### config.mk
export PLATFORM = sky130hd
export DESIGN_NAME = alloc_fsm
export DESIGN_NICKNAME = d
export VERILOG_FILES = /design/src/hw/cam_store_pkg.sv /design/src/hw/cam_ctrl_pkg.sv /design/src/hw/alloc_fsm.sv
export VERILOG_INCLUDE_DIRS = /design/src /design/src/hw
export SDC_FILE = /design/constraint.sdc
export NUM_CORES = 1
export LEC_CHECK = 0
export BUFFER_PORTS_ARGS = -buffer_cell sky130_fd_sc_hd__buf_2
export CAP_MARGIN = 0
export CORE_AREA = 10 10 47 49
export CTS_CLUSTER_DIAMETER = 100
export DETAILED_ROUTE_END_ITERATION = 16
export DIE_AREA = 0 0 57 59
export SYNTH_ARGS = -nofsm -noshare
export SYNTH_HDL_FRONTEND = slang
export SYNTH_SLANG_ARGS = --single-unit
### constraint.sdc
create_clock -name clk -period 1 [get_ports clk]
set_input_delay 0.15 -clock clk [delete_from_list [all_inputs] [get_ports clk]]
set_output_delay 0.15 -clock clk [all_outputs]
set_load 0.02 [all_outputs]
### src/hw/cam_macros.svh
`ifndef CAM_MACROS_SVH
`define CAM_MACROS_SVH

// number of entries in the store
`define CAM_DEPTH 120

// width of one stored entry
`define CAM_DATA_W 128

// the key sits in the low bits of an entry
`define CAM_KEY_W 68

// enough bits to index every entry
`define CAM_LOC_W 7

`endif

### src/hw/cam_store_pkg.sv
`include "cam_macros.svh"

package cam_store_pkg;

  // one stored entry, key in the low bits
  typedef logic [`CAM_DATA_W-1:0] cam_data_t;

  // search key, compared against the low bits of each entry
  typedef logic [`CAM_KEY_W-1:0] cam_key_t;

  // index of an entry in the store
  typedef logic [`CAM_LOC_W-1:0] cam_loc_t;

endpackage

### src/hw/cam_ctrl_pkg.sv
package cam_ctrl_pkg;

  // where the next write location comes from
  typedef enum logic {
    FILL,    // fresh locations remain
    RECYCLE  // only freed locations are used
  } alloc_state_t;

endpackage

### src/hw/alloc_fsm.sv
module alloc_fsm
  import cam_store_pkg::*;
  import cam_ctrl_pkg::*;
(
  input  logic     clk,
  input  logic     rst_an,
  input  logic     wvalid,
  input  cam_loc_t fill_loc,
  input  logic     fill_last,
  input  cam_loc_t free_loc,
  input  logic     free_avail,
  output logic     wready,
  output logic     wr_en,
  output logic     fill_step,
  output logic     pop,
  output cam_loc_t wr_loc
);

  alloc_state_t state;

  always_ff @(posedge clk or negedge rst_an) begin
    if (!rst_an) begin
      state <= FILL;
    end else if (fill_step && fill_last) begin
      state <= RECYCLE; // every location has now been handed out once
    end
  end

  // the store is never full while fresh locations remain
  assign wready = (state == FILL) || free_avail;

  assign wr_en = wvalid && wready;

  assign fill_step = wr_en && (state == FILL);
  assign pop = wr_en && (state == RECYCLE); // consume the oldest freed location

  assign wr_loc = (state == FILL) ? fill_loc : free_loc;

  // once every location went out, the fill counter stays on the last one
  a_recycle_holds_last: assert property (
    @(posedge clk) disable iff (!rst_an)
    (state == RECYCLE) |-> fill_last
  );

endmodule

; ---- After elaboration in Yosys (flattened, before gate mapping)
; Cells that the tools add are included.
; W data, S select, Z words.
[op_classes]
reduce_logical = 5
mux = 1
n_bitwise = 1
[op_table]
columns = op, n
row1 = $mux W7, 1
row2 = $logic_and A1 B1 Y1, 4
row3 = $logic_or A1 B1 Y1, 1
row4 = $not A1 Y1, 1
[totals]
register_bits = 1
out_inout_bits = 11
elab_cells = 8
inputBits = 19

; ---- Logic depth before layout (Yosys ltp)
[depth]
ltp_word = 5
mapped_depth = 2
mapped_depth_nobuf = 2

; ---- Worst setup path after synthesis
; Ideal clock, no wire load.
[synth_path]
kind = reg2out
start = register state
end = output port wr_loc[0]
slack_ns = 0.010
required_ns = 0.850
stages_incl_launch_ff = 3
arrival_ns = 0.840
path_buffers = 1
path_cell_list = dfrtp_1 -> buf_6 -> mux2_4
[synth_via]
elab_chain_len = 1
[synth_lines]
columns = element, line_no
row1 = start: declaration, alloc_fsm.sv:19  ; alloc_state_t state;
row2 = start signal: assignment, alloc_fsm.sv:23  ; state <= FILL;
row3 = start signal: assignment, alloc_fsm.sv:25  ; state <= RECYCLE;
row4 = $mux W7, alloc_fsm.sv:37  ; assign wr_loc = (state == FILL) ? fill_loc : free_loc;
row5 = end: declaration, alloc_fsm.sv:16  ; output cam_loc_t wr_loc
; Every way passes these cells.

; ---- Worst setup path in the final report
[layout_path]
start = register state
end = output port wr_loc[1]
; The elaborated chain is that of the path after synthesis.

==> impl_metrics.tcl <==
set metrics [dict create \
    status "complete, but fails checks" \
    violations "negative setup slack" \
    finalWeightedCongestion 0.603 \
    fin_nets 67 \
    max_slew_margin_pct 92.5 \
    regMostFlops "state" \
    rows 14 \
    antenna_found_initial 0 \
    finalCritPeriodShare_pct 111 \
    setup_viol 9 \
    vdd_ir_drop_max_v 0.000180 \
    cp-start-kind "flop" \
    worstRegToRegCells 2 \
    r2r_setup_slack_ns 0.20 \
    worst_slew_pin_slew_ns 0.114 \
    drc 0 \
    startpoint "state" \
    clock_latency_ns 0 \
    io_buffers 29 \
    vias 239 \
    min_path_cells 2 \
    fillCellCount 159 \
    io_pins 30 \
    vias_per_cell 3.85 \
    ys_seq_area_share_pct 14.4 \
    seq_area_um2 26.3 \
    endpoint_kind "primary output" \
    layout-drive-gt1-share_pct 93.5 \
    min_path_type "in2reg" \
    post-place-ws_ns -0.295 \
    path_clk_slew_ns 0 \
    netlist_instances 14 \
    ys_types 8 \
    p_total_w 0.000193 \
    grt_pass1_vias 284 \
    rsz0062_at_grt "yes" \
    syn_avg_cell_area_um2 12.4 \
    antenna_left 0 \
    ys_seq_elements 1 \
    largestRegisters "state (1)" \
    multiInputGateArea_um2 153 \
    routed_wl_um 841 \
    power_density_nw_per_um2 431 \
    grt_pass1_wl_um 1370 \
    drv_cap 0 \
    fin_area_um2 447 \
    yosysWarningCount 0 \
    max_freq_ghz 0.902 \
    area_growth_syn_to_layout_pct 157 \
    min-delay-start "fill_last" \
    worst_slack_ns -0.109 \
    drv_slew 0 \
    period_needed_ns 1.11 \
    syn-cell-area_um2 174 \
    r2r_start "state" \
    static-leakage-power_nw 0.256 \
    worstPathRequired_ns 0.85 \
    rr_endpoint "state" \
    core_area_um2 1400 \
    arrival_ns 0.96 \
    overflow 0 \
    start_util_pct 12.4 \
    post-route-util_pct 31.9 \
    hold_violations 0 \
    grt_max_degree 6 \
    syn-num-nets 33 \
    die_h_um 59 \
    cp_max_fo 5 \
    grt_use_total_pct 4.73 \
    min_to "state" \
    die_w_um 57 \
    die-area_um2 3360 \
    fin_skew_ns 0 \
    antenna-diode-count 0 \
    wl_per_cell_um 13.6 \
    largest_reg_flops 1 \
    first_pass_iters 1 \
    critical_path_class "reg2out" \
    drt_iter0_drc 0 \
    place_area_um2 335 \
]
-- power by group --
part              switching, W  internal, W  total (W)
Sequential     0.0000000000638    0.0000412  0.0000412
Clock                        0            0          0
Combinational        0.0000593    0.0000922   0.000152
-- worst max-delay path, stage by stage (launching register included) --
cell,delay [ns]
dfrtp_2,0.39
buf_6,0.14
mux2_4,0.30
buf_6,0.13
-- cell families after synthesis --
| logic type | after synthesis | synth area share, % |
|---|---|---|
| compound gates | 1 | 4.32 |
| simple gates | 4 | 14.4 |
| mux | 7 | 60.4 |
| buf+inv | 1 | 6.47 |
| flops | 1 | 14.4 |
-- through the flow --
step                setup TNS [ns]  hold WS (ns)  std cells
floorplan                        0        -0.146         14
global placement             -2.68       -0.0725         59
detailed placement           -2.80       -0.0737         59
CTS                         -0.845         0.363         62
global route                 -1.07         0.400         62
finish                      -0.830         0.370         62
-- per-layer routing --
metal	routed length, um	share of wire [%]	global-route usage, %
met5	0	0	0
met4	0	0	0
met3	211	25	3.86
met2	300	36	7.13
met1	329	39	5.40
-- cell usage in the layout (no fill, tap or decap) --
cell           instances
mux2_4                 7
nand2b_4               1
and3_4                 1
buf_6                 12
dlygate4sd3_1          1
buf_4                  1
buf_2                 19
dfrtp_2                1
nor2b_1                1
a21o_1                 1
and2_4                 1
-- cell usage after synthesis --
cell      count  area [um^2]
a21o_1        1         7.51
and2_1        1         6.26
and3_1        1         6.26
buf_6         1         11.3
dfrtp_1       1         25.0
mux2_4        7          105
nand2b_1      1         6.26
nor2b_1       1         6.26
-- worst max-delay path by stage --
| stage | to | slack [ns] |
|---|---|---|
| 2_1_floorplan | wr_loc[0] | 0.01 |
| 3_3_place_gp | wr_loc[3] | -0.28 |
| 3_5_place_dp | wr_loc[1] | -0.30 |
| 4_1_cts | wr_loc[1] | -0.11 |
| 5_1_grt | wr_loc[0] | -0.13 |
| 6_report | wr_loc[1] | -0.11 |
-- final cells by class --
cell class                 instances  share of cell area [%]
tap                               16                    4.48
sequential                         1                    5.88
multi-input combinational         12                    34.2
timing repair buffer              33                    55.5
-- what timing repair did --
item / 4_1_cts / 5_1_grt
pin swaps: 1 / 0
hold endpoints to repair: 1 / 0
hold buffers: 1 / 0
gates resized for setup: 27 / 0
buffers inserted: 2 / 0
endpoints found under the setup margin: 11 / 10
No activity file was read; power rests on OpenSTA's default activity.
