===== src/hw/cam_macros.svh =====
`ifndef CAM_MACROS_SVH
`define CAM_MACROS_SVH

// number of entries in the store
`define CAM_DEPTH 120

// width of one stored entry
`define CAM_DATA_W 128

// the key sits in the low bits of an entry
`define CAM_KEY_W 68

// enough bits to index every entry
`define CAM_LOC_W 7

`endif


===== src/hw/cam_store_pkg.sv =====
`include "cam_macros.svh"

package cam_store_pkg;

  // one stored entry, key in the low bits
  typedef logic [`CAM_DATA_W-1:0] cam_data_t;

  // search key, compared against the low bits of each entry
  typedef logic [`CAM_KEY_W-1:0] cam_key_t;

  // index of an entry in the store
  typedef logic [`CAM_LOC_W-1:0] cam_loc_t;

endpackage


===== src/hw/fill_counter.sv =====
`include "cam_macros.svh"

module fill_counter
  import cam_store_pkg::*;
(
  input  logic     clk,
  input  logic     rst_an,
  input  logic     fill_step,
  output cam_loc_t fill_loc,
  output logic     fill_last
);

  logic fill_done; // set once the last location has been handed out

  assign fill_last = (fill_loc == cam_loc_t'(`CAM_DEPTH - 1));

  always_ff @(posedge clk or negedge rst_an) begin
    if (!rst_an) begin
      fill_loc  <= '0;
      fill_done <= 1'b0;
    end else if (fill_step) begin
      if (fill_last) begin
        fill_done <= 1'b1; // counter holds at the top value
      end else begin
        fill_loc <= fill_loc + 1'b1;
      end
    end
  end

  // after the last location went out, the allocator must not ask again
  a_no_step_past_last: assert property (
    @(posedge clk) disable iff (!rst_an)
    fill_done |-> !fill_step
  );

endmodule


===== config.mk =====
export PLATFORM = sky130hd
export DESIGN_NAME = fill_counter
export DESIGN_NICKNAME = d
export VERILOG_FILES = /design/src/hw/cam_store_pkg.sv /design/src/hw/fill_counter.sv
export VERILOG_INCLUDE_DIRS = /design/src /design/src/hw
export SDC_FILE = /design/constraint.sdc
export NUM_CORES = 1
export LEC_CHECK = 0
export ABC_AREA = 1
export BUFFER_PORTS_ARGS = -buffer_cell sky130_fd_sc_hd__buf_4
export CAP_MARGIN = 20
export CELL_PAD_IN_SITES_DETAIL_PLACEMENT = 1
export CELL_PAD_IN_SITES_GLOBAL_PLACEMENT = 1
export CORE_AREA = 2 2 39 41
export CTS_BUF_LIST = sky130_fd_sc_hd__clkbuf_8
export DETAILED_ROUTE_END_ITERATION = 16
export DIE_AREA = 0 0 41 43
export PLACE_DENSITY_LB_ADDON = 0.1
export SYNTH_ARGS = -nofsm -noshare
export SYNTH_HDL_FRONTEND = slang
export SYNTH_SLANG_ARGS = --single-unit

===== constraint.sdc =====
create_clock -name clk -period 1.7 [get_ports clk]
set_clock_uncertainty 0.1 [all_clocks]
set_input_delay 0.34 -clock clk [delete_from_list [all_inputs] [get_ports clk]]
set_output_delay 0.34 -clock clk [all_outputs]
set_load 0.02 [all_outputs]

Word level (Yosys, flattened, before mapping) --
Cells that the tools add are included.
Operators by class: add/sub/neg operators 1, equality and inequality tests 1, bitwise logic cells 1, reduce and logical (&&, ||, !) cells 1
Operators by type and width (count):
- adder 7 x 1 -> 7 bit (second input constant) | 1
- == test 7 bit (second input constant) | 1
- AND reduction 2 bit | 1
- inverter 1 bit | 1
Storage, ports and cells: register bits 7, input bits 3, output and inout bits 8

Depth between registers and ports, before layout --
depth after elaboration 3, depth in mapped cells 8

Worst setup path before layout --
Ideal clock, no wire load.
kind register to output, start point register fill_loc[0], end point output fill_last, arrival time 1154 ps, required time 1260 ps, path slack 106 ps, stages on the path, launching flop included 6, path buffers 0, cells stage by stage dfrtp_1 -> ha_1 -> nand2_1 -> nor2_4 -> nand2_2 -> inv_1
Between the ends: longest elaborated chain between the ends 1
RTL lines:
- start: declaration | line fill_counter.sv:9 | output cam_loc_t fill_loc,
- start signal: assignment | line fill_counter.sv:25 | fill_loc <= fill_loc + 1'b1;
- == test 7 bit | line fill_counter.sv:15 | assign fill_last = (fill_loc == cam_loc_t'(`CAM_DEPTH - 1));
- end: declaration | line fill_counter.sv:10 | output logic fill_last
No other way between the ends.

Worst setup path in the final report --
start point register fill_loc[1], end point output fill_last
Same word-level chain as after synthesis.

==> metrics.cfg <==
[layout]
reg_top3 = fill_loc: 7 flops
syn_to_final_growth_pct = 35.70
diodes = 0
seqCellArea_um2 = 176.4
fillCellCount = 177
largest_reg_flops = 7
multi_input_area_um2 = 237.7
regMostFlops = fill_loc
drive_gt1_share_pct = 35.53
layout.nets = 82

[clocking]
root_buffer = clkbuf_8
cts_made_buffers = 3
post-cts-setup-buffer-count = 0
clk-insertion-delay-late_ns = 0.23
cts_max_path_buffers = 2
clkSinkCount = 7
htreeDepth = 1
clkSlewWorstSetupHoldPaths_ns = 0.04
cts_tree = yes

[timing]
setup_viol = 0
fmax_mhz = 615.9
period_share_pct = 95.51
fin_setup_tns_ns = 0
period_needed_ns = 1.624
relSlewSlack_pct = 80.72
slew_viol_final = 0
rsz0062_at_grt = no
tightest_slew_ns = 0.2892
fin_ws_ns = 0.07640
hold_viol_final = 0

[worst_hold_path]
hp-class = input pin to register

[pwr]
p_switching_mw = 0.4354
p_comb_share_pct = 43.7
power_frac_clock_pct = 23.7
p_sw_share_pct = 42.69
p_seq_share_pct = 32.6
vdd_drop_max_v = 0.0005926
power_density_nw_per_um2 = 1637
power_leakage_nw = 0.3343
internal_power_mw = 0.5844

[yosys]
synth_top_family_by_area = simple AND/OR/NAND/NOR gates
synth_xor_area_share_pct = 5.722
ys_ff_latch = 7
synthTopCellsByCount = 20 x nand2_1, 8 x inv_1, 7 x dfrtp_1, 5 x nand3_1, 3 x nand2_2
post_synth_num_cell_types = 18
synth_edf_count = 0
synthAdderAreaFrac_pct = 5.450
yosysTopAreaCell = dfrtp_1
post-synth-top-count-cell = nand2_1
synth_compound_area_share_pct = 4.360
synthTopCellsByArea = dfrtp_1 38%, nand2_1 16%, inv_1 6.5%
syn_area_um2 = 459.2
syn-num-nets = 65
syn_area_per_cell_um2 = 7.653
synthCells = 60
synth.top_cell.area_share_pct = 38.15
async_reset_ff_share_pct = 100.0
synthMuxAreaShare_pct = 0
yosys.area_share.simple_pct = 35.15
seq_area_frac_synth_pct = 38.15
synthFlopType = dfrtp_1
yosysWarnings = 0

[global_route]
grt_antenna_before_repair = 0
grt_max_degree = 9
grt_pass1_vias = 443
gr-total-overflow = 0
grt_pass1_wl_mm = 1.918
track_usage_pct = 17.26

[die]
dieArea_um2 = 1763
fp.coreArea_um2 = 1384
start_util_pct = 33.18
die_x_um = 41
die_h_um = 43
num_rows = 14
ioPinCount = 11

[place]
dp_slack_ns = 0.2539
io_buffers = 10
place.gp.congestion = 0.6538
place_hpwl_um = 845.6

[worst_setup_path]
critPathBufInv = 2
worstReg2RegEnd = fill_loc[0]
r2r_slack_ns = 0.38
critPathMostFrequentCell = nand2_2
cp_top_family = flip-flops
slowest_stage = dfrtp_1
max_stage_delay_ns = 0.35
reg2reg_depth = 8
r2r-start = fill_loc[1]
worstSetupPathDepth = 6
path_cells = ha_2 -> nand2_2 -> nor2_4 -> nand2_2 -> inv_2 -> buf_6
endpoint_kind = output pin
worstPathMaxFanout = 2
cp-start-kind = register
cp-startpoint = fill_loc[1]
required_ns = 1.26
crit_arrival_ns = 1.18
path_class = register to output pin
endpoint = fill_last

[drt]
totalWireLength_mm = 1.159
drt_first_pass_iters = 2
vias = 431
wl_per_cell_um = 12.60
post_drt_via_cell_ratio = 4.685
ant_nets = 0
drc = 0
drtIter0Drc = 4

[flow_run]
drv_cap = 0

[run_status]
status = complete, no violations

-- worst register-to-register path, stage by stage, from the launching register on --
cell,delay (ns)
dfrtp_1,0.35
ha_2,0.20
nand2_2,0.07
nor2_4,0.09
nand2_2,0.08
nand2_4,0.13
inv_4,0.07
nand2_1,0.07
nand2_1,0.05
-- power groups by stage --
stage | Combinational [mW] | Clock, mW | Sequential [mW]
after floorplan | 0.231 | 0 | 0.384
after global placement | 0.436 | 0 | 0.333
after detailed placement | 0.447 | 0 | 0.334
after CTS | 0.452 | 0.248 | 0.332
after global routing | 0.499 | 0.254 | 0.349
final | 0.445 | 0.242 | 0.332
-- how the worst min path moves through the flow --
stage,start,endpoint,slack [ns],cells past startpoint
2_1_floorplan,rst_an,fill_loc[0],-0.06,0
3_3_place_gp,rst_an,fill_loc[1],0.06,1
3_5_place_dp,rst_an,fill_loc[1],0.06,1
4_1_cts,fill_step,fill_loc[4],0.34,3
5_1_grt,fill_step,fill_loc[4],0.36,3
6_report,fill_step,fill_loc[4],0.34,3
-- per-stage QoR --
stage	instances	util [%]	hold slack [ns]	power, mW	area, um^2
after floorplan	60	-	-0.05559	0.6154	459.2
after CTS	92	44.48	0.3395	1.033	615.6
final	92	45.03	0.3425	1.020	623.1
after detailed placement	87	40.33	0.06231	0.7811	558.0
after global placement	87	40.33	0.06375	0.7685	558.0
after global routing	92	45.03	0.3611	1.103	623.1
-- layout make-up --
cell class | instances | share of cell area (%)
multi-input combinational | 42 | 38.15
sequential | 7 | 28.31
timing repair buffer | 13 | 16.67
clock buffer | 3 | 6.627
inverter | 10 | 6.426
tap | 16 | 3.213
clock inverter | 1 | 0.6024
-- what timing repair did --
item,4_1_cts,5_1_grt
setup endpoints to repair,1,1
hold buffers,1,0
pin swaps,0,1
gates resized for setup,1,4
gates cloned,0,0
hold endpoints to repair,7,0
-- cells by family after synthesis --
group,after synthesis
DFF,7
adders and majority gates,2
and+or+nand+nor,34
buffers and inverters,11
AOI/OAI and AO/OA,3
xor gates and xnor gates,3
-- metal layers --
metal	global-route usage (%)	part of all wire, %	vias up
met5	0	0	-
met4	12.00	3.5	0
met3	3.141	4.6	5
met2	25.00	44	12
met1	21.90	48	201
li1	-	-	213
-- cell usage in the layout (no fill, tap or decap) --
cell / instances
nand2_1: 19
buf_4: 11
inv_1: 8
dfrtp_1: 6
nand3_1: 5
nand2_2: 4
clkbuf_8: 3
inv_2: 2
o21bai_1: 2
nor2_1: 2
xnor2_1: 2
nor2_4: 1
nor2_2: 1
nand2_4: 1
inv_4: 1
nand4_1: 1
xor2_1: 1
o21ai_1: 1
ha_1: 1
ha_2: 1
dfrtp_2: 1
dlygate4sd3_1: 1
buf_6: 1
Note: power is estimated with default switching activity, not from simulation.
