[src/hw/cam_macros.svh]
`ifndef CAM_MACROS_SVH
`define CAM_MACROS_SVH

// number of entries in the store
`define CAM_DEPTH 120

// width of one stored entry
`define CAM_DATA_W 128

// the key sits in the low bits of an entry
`define CAM_KEY_W 68

// enough bits to index every entry
`define CAM_LOC_W 7

`endif

[src/hw/cam_store_pkg.sv]
`include "cam_macros.svh"

package cam_store_pkg;

  // one stored entry, key in the low bits
  typedef logic [`CAM_DATA_W-1:0] cam_data_t;

  // search key, compared against the low bits of each entry
  typedef logic [`CAM_KEY_W-1:0] cam_key_t;

  // index of an entry in the store
  typedef logic [`CAM_LOC_W-1:0] cam_loc_t;

endpackage

[src/hw/free_list_fifo.sv]
`include "cam_macros.svh"

module free_list_fifo
  import cam_store_pkg::*;
(
  input  logic     clk,
  input  logic     rst_an,
  input  logic     push,
  input  cam_loc_t push_loc,
  input  logic     pop,
  output cam_loc_t free_loc,
  output logic     free_avail
);

  cam_loc_t mem [`CAM_DEPTH];
  cam_loc_t wr_ptr;
  cam_loc_t rd_ptr;
  logic [`CAM_LOC_W-1:0] count; // 120 still fits in the location width
  logic full;

  assign full = (count == `CAM_LOC_W'(`CAM_DEPTH));
  assign free_avail = (count != '0);
  assign free_loc = mem[rd_ptr]; // head is visible without a read strobe

  always_ff @(posedge clk) begin
    if (push) begin
      mem[wr_ptr] <= push_loc;
    end
  end

  always_ff @(posedge clk or negedge rst_an) begin
    if (!rst_an) begin
      wr_ptr <= '0;
      rd_ptr <= '0;
      count  <= '0;
    end else begin
      if (push) begin
        wr_ptr <= (wr_ptr == cam_loc_t'(`CAM_DEPTH - 1)) ? '0 : wr_ptr + 1'b1;
      end
      if (pop) begin
        rd_ptr <= (rd_ptr == cam_loc_t'(`CAM_DEPTH - 1)) ? '0 : rd_ptr + 1'b1;
      end
      case ({push, pop})
        2'b10:   count <= count + 1'b1;
        2'b01:   count <= count - 1'b1;
        default: count <= count;
      endcase
    end
  end

  // a location is freed at most once per allocation, so the list cannot overflow
  a_no_push_full: assert property (
    @(posedge clk) disable iff (!rst_an)
    push |-> !full
  );

  a_no_pop_empty: assert property (
    @(posedge clk) disable iff (!rst_an)
    pop |-> free_avail
  );

endmodule

[config.mk]
export PLATFORM = sky130hd
export DESIGN_NAME = free_list_fifo
export DESIGN_NICKNAME = d
export VERILOG_FILES = /design/src/hw/cam_store_pkg.sv /design/src/hw/free_list_fifo.sv
export VERILOG_INCLUDE_DIRS = /design/src /design/src/hw
export SDC_FILE = /design/constraint.sdc
export NUM_CORES = 1
export LEC_CHECK = 0
export CAP_MARGIN = 20
export CORE_MARGIN = 1.5
export CORE_UTILIZATION = 55
export CTS_BUF_LIST = sky130_fd_sc_hd__clkbuf_4
export CTS_CLUSTER_DIAMETER = 100
export CTS_CLUSTER_SIZE = 40
export DETAILED_ROUTE_END_ITERATION = 16
export DONT_BUFFER_PORTS = 1
export PLACE_DENSITY = 0.78
export SYNTH_ARGS = -nofsm -noshare
export SYNTH_HDL_FRONTEND = slang
export SYNTH_SLANG_ARGS = --single-unit
[constraint.sdc]
create_clock -name clk -period 2.3 [get_ports clk]
set_clock_uncertainty 0.15 [all_clocks]
set_input_delay 0.23 -clock clk [delete_from_list [all_inputs] [get_ports clk]]
set_output_delay 0.23 -clock clk [all_outputs]
set_load 0.02 [all_outputs]
Word-level counts from Yosys, hierarchy flattened --
Memories as Yosys holds them, arrays and structs flattened. Cells that the tools add are included.
Storage, ports and cells: bits of input ports 11, bits in writable memories 840, logic and storage cells 19, output and inout port bits 8, register bits after elaboration 21, memories 1
Memory list:
- mem | words 120, width 7, read ports 1, clocked after memory_dff 0, wr ports 1, line free_list_fifo.sv:15 | cam_loc_t mem [`CAM_DEPTH];
Operators by class: reduce and logical (&&, ||, !) cells 2, eq/ne operators 4, $add $sub $neg 4, muxes and demuxes 5
Operators with widths (count):
- $add A7 B1 Y7 const B | 3
- $eq A7 B7 Y1 const B | 2
- $mux W7 | 2
- $pmux W7 S2 | 1
- $reduce_bool A7 Y1 | 1
- $sub A7 B1 Y7 const B | 1
- $eq A2 B1 Y1 const B | 1
- $eq A2 B2 Y1 const B | 1
- $mux W1 | 2
- $reduce_bool A2 Y1 | 1

Depth between registers and ports, before layout --
depth in word-level cells 2, depth in mapped cells 10, mapped depth without buffers 9

Worst setup path before layout --
No wires, ideal clock.
path kind reg2out, from register rd_ptr[0], to output port free_loc[0], setup slack -0.474 ns, data arrival time 2.394 ns, stages on the path, launching flop included 11, cell sequence dfrtp_1 -> buf_6 -> buf_6 -> buf_6 -> and2_1 -> buf_2 -> a22oi_1 -> a21oi_1 -> nor4_1 -> o22ai_1 -> a211oi_1
Between the ends: word-level cells in the longest chain between the ends 1
RTL lines:
- from (decl) | line free_list_fifo.sv:17 | cam_loc_t rd_ptr;
- from (signal assigned) | line free_list_fifo.sv:41 | rd_ptr <= (rd_ptr == cam_loc_t'(`CAM_DEPTH - 1)) ? '0 : rd_ptr + 1'b1;
- $mem_v2 Z120 W7
- to (decl) | line free_list_fifo.sv:11 | output cam_loc_t free_loc,
Every way passes these cells.

Worst setup path after layout --
Same ends and word-level chain as after synthesis.

==> flow_summary.yaml <==
global_route:
  grt_start_max_net_pins: 121
  globalRouteOverflowTotal: 0
  grt_pass1_wl_um: 112000
  grt_usage_pct: 24.0
  grt_pass1_vias: 17557
  antenna_found_initial: 3
clocking:
  cts.sinks: 861
  insertion_delay_ns: 1.00
  cts_tree: "done"
  clockBufferDepth: 3
  cts-buffers-inserted: 26
  clkTransAtPathRegs_ns: 0.33
  root_buffer: "clkbuf_4"
  htreeDepth: 1
timing:
  hold_viol_final: 0
  slew_violations: 0
  hold_slack_ns: 0.0383
  setup_violations: 7
  worst_pin_slew_ns: 0.647
  fmax_ghz: 0.239
  fin_crit_ns: 4.18
  setup_slack_ns: -1.88
  maxSlewHeadroom_pct: 56.9
  tns_ns: -12.44
  rsz0062_at_grt: "yes"
  period_share_pct: 182
die:
  core_area_um2: 61500
  ios: 19
  die-area_um2: 63400
  start_util_pct: 55.4
  dieHeight_um: 252
  core.rowCount: 91
  die_w_um: 252
logic_synthesis:
  yosys_warnings: 0
  async_reset_ff_share_pct: 2.44
  synth_edf_count: 840
  synth-main-ff-cell: "edfxtp_1"
  yosysMostFrequentCell: "edfxtp_1"
  synth.area.top_cells: "edfxtp_1, mux4_2, mux2i_1"
  syn_nets: 1665
  synth_area_um2: 34000
  synthTopCellsByCount: "edfxtp_1, mux4_2, nor2_1"
  syn-mean-instance-area_um2: 20.6
  ys_types: 51
  yosysTopAreaCellShare_pct: 74.1
  synth_cells: 1649
  yosysSeqAreaShare_pct: 75.7
  synth-seq-cells: 861
  yosys.area.top_type: "edfxtp_1"
finish:
  final_util_pct: 63.0
  nets: 1932
  fill_cells: 4000
  layout-drive-gt1-share_pct: 35.5
  area_growth_pct: 13.9
  design_area_um2: 38800
  final_cells: 2722
worst_setup_path:
  end_kind: "output pin"
  criticalPathCategory: "flop to output pin"
  cp-start-kind: "flop"
  worstPathMaxFanout: 6
  crit_arrival_ns: 3.80
  required_ns: 1.92
placement:
  place_ws_ns: -1.05
  placed_area_um2: 36700
  place.gp.congestion: 0.874
  numPortBuffers: 0
  dp_cells: 2614
  dp_hpwl_um: 46200
drt:
  dr.first_iter.drc_count: 2016
  avgViaCountPerCell: 6.36
  antenna_left: 0
  dr.pass1.iters: 6
  num_vias: 17300
  drc_errors: 0
  post_drt_wl_per_cell_um: 27.8
  routed_wl_um: 75500
power:
  power_per_cell_area_nw_per_um2: 1060
  ir_drop_uv: 531
  finalPower_mw: 41.2
  leakagePower_nw: 12.5
hold_path:
  hp-class: "input port to flop"
run_status:
  violations: "setup timing"
  status: "complete, but fails checks"
job:
  max_cap_violations: 0
-- repair_timing --
item | in CTS | in global routing
gates resized for setup | 137 | 37
hold endpoints to repair | 1300 | 0
hold buffers | 22 | 0
cloned | 9 | 1
endpoints found under the setup margin | 12 | 66
pin swaps | 30 | 23
buffers inserted | 34 | 12
-- critical path, stage by stage, from the launching register on --
cell and delay [ns]:
dfrtp_4 0.59, buf_12 0.16, buf_12 0.15, clkbuf_16 0.17, mux4_2 0.36, mux2_4 0.18
o22ai_4 0.08, nor4_2 0.32, buf_4 0.24, o22ai_4 0.09, a211oi_4 0.33, buf_6 0.17
-- routing by layer --
metal / routed length [um] / GRT usage, % / vias up
met4: 1910 / 6.09 / 0
met5: 0 / 0 / -
met2: 38700 / 41.2 / 849
li1: - / - / 7268
met1: 29400 / 33.4 / 9076
met3: 5520 / 2.45 / 107
-- final cells by class --
cell class                      count  area, um^2  share of cell area (%)
Sequential cell                   861       25800                    66.5
Timing Repair Buffer              330        3240                    8.36
Tap cell                          790         988                    2.55
Clock inverter                      8        75.1                   0.194
Clock buffer                       33         248                   0.639
Antenna cell                        3        7.51                  0.0194
Multi-Input combinational cell    691        8410                    21.7
Inverter                            6        22.5                  0.0581
-- cells by family after synthesis --
kind of cell    after synthesis  share of synthesized area, %
simple gates                269                          3.59
fa+ha+maj                     5                         0.184
xor+xnor                     18                         0.463
flops                       861                          75.7
compound gates              107                          2.06
mux                         292                          16.4
buf+inv                      97                          1.67
-- path summary, 6_finish.rpt --
check,from,to,slack (ns),cells past startpoint
max,rd_ptr[0]$_DFFE_PN0P_,free_loc[0],-1.88,11
max in group asynchronous,rst_an,count[2]$_DFFE_PN0P_,1.68,4
max reg2reg,rd_ptr[0]$_DFFE_PN0P_,rd_ptr[5]$_DFFE_PN0P_,0.08,10
min reg2reg,count[5]$_DFFE_PN0P_,count[5]$_DFFE_PN0P_,0.38,1
min in group asynchronous,rst_an,rd_ptr[6]$_DFFE_PN0P_,0.12,4
min,pop,rd_ptr[0]$_DFFE_PN0P_,0.04,3
-- where the power goes --
| part | internal [mW] | switching (mW) |
|---|---|---|
| Combinational | 9.19 | 9.21 |
| Clock | 0.722 | 4.12 |
| Sequential | 17.6 | 0.304 |
-- cells in the final DEF (no fill, tap or decap), types with 10 or more instances in the layout --
master / count
nand2_1: 35
clkbuf_4: 33
nor3_1: 10
buf_4: 257
nor2b_1: 14
edfxtp_1: 840
a22oi_1: 15
nand3_1: 14
dlygate4sd3_1: 13
mux4_2: 210
nor2_1: 141
mux2_4: 12
mux2i_1: 54
o22ai_4: 11
a21oi_1: 11
buf_12: 22
buf_6: 17
dfrtp_1: 12
o21ai_0: 13
buf_16: 15
-- state kept, by name, indices dropped and copies added, names as in the netlist --
register  cells
count         7
mem         840
rd_ptr        7
wr_ptr        7
Power figures use the tool's default switching activity.
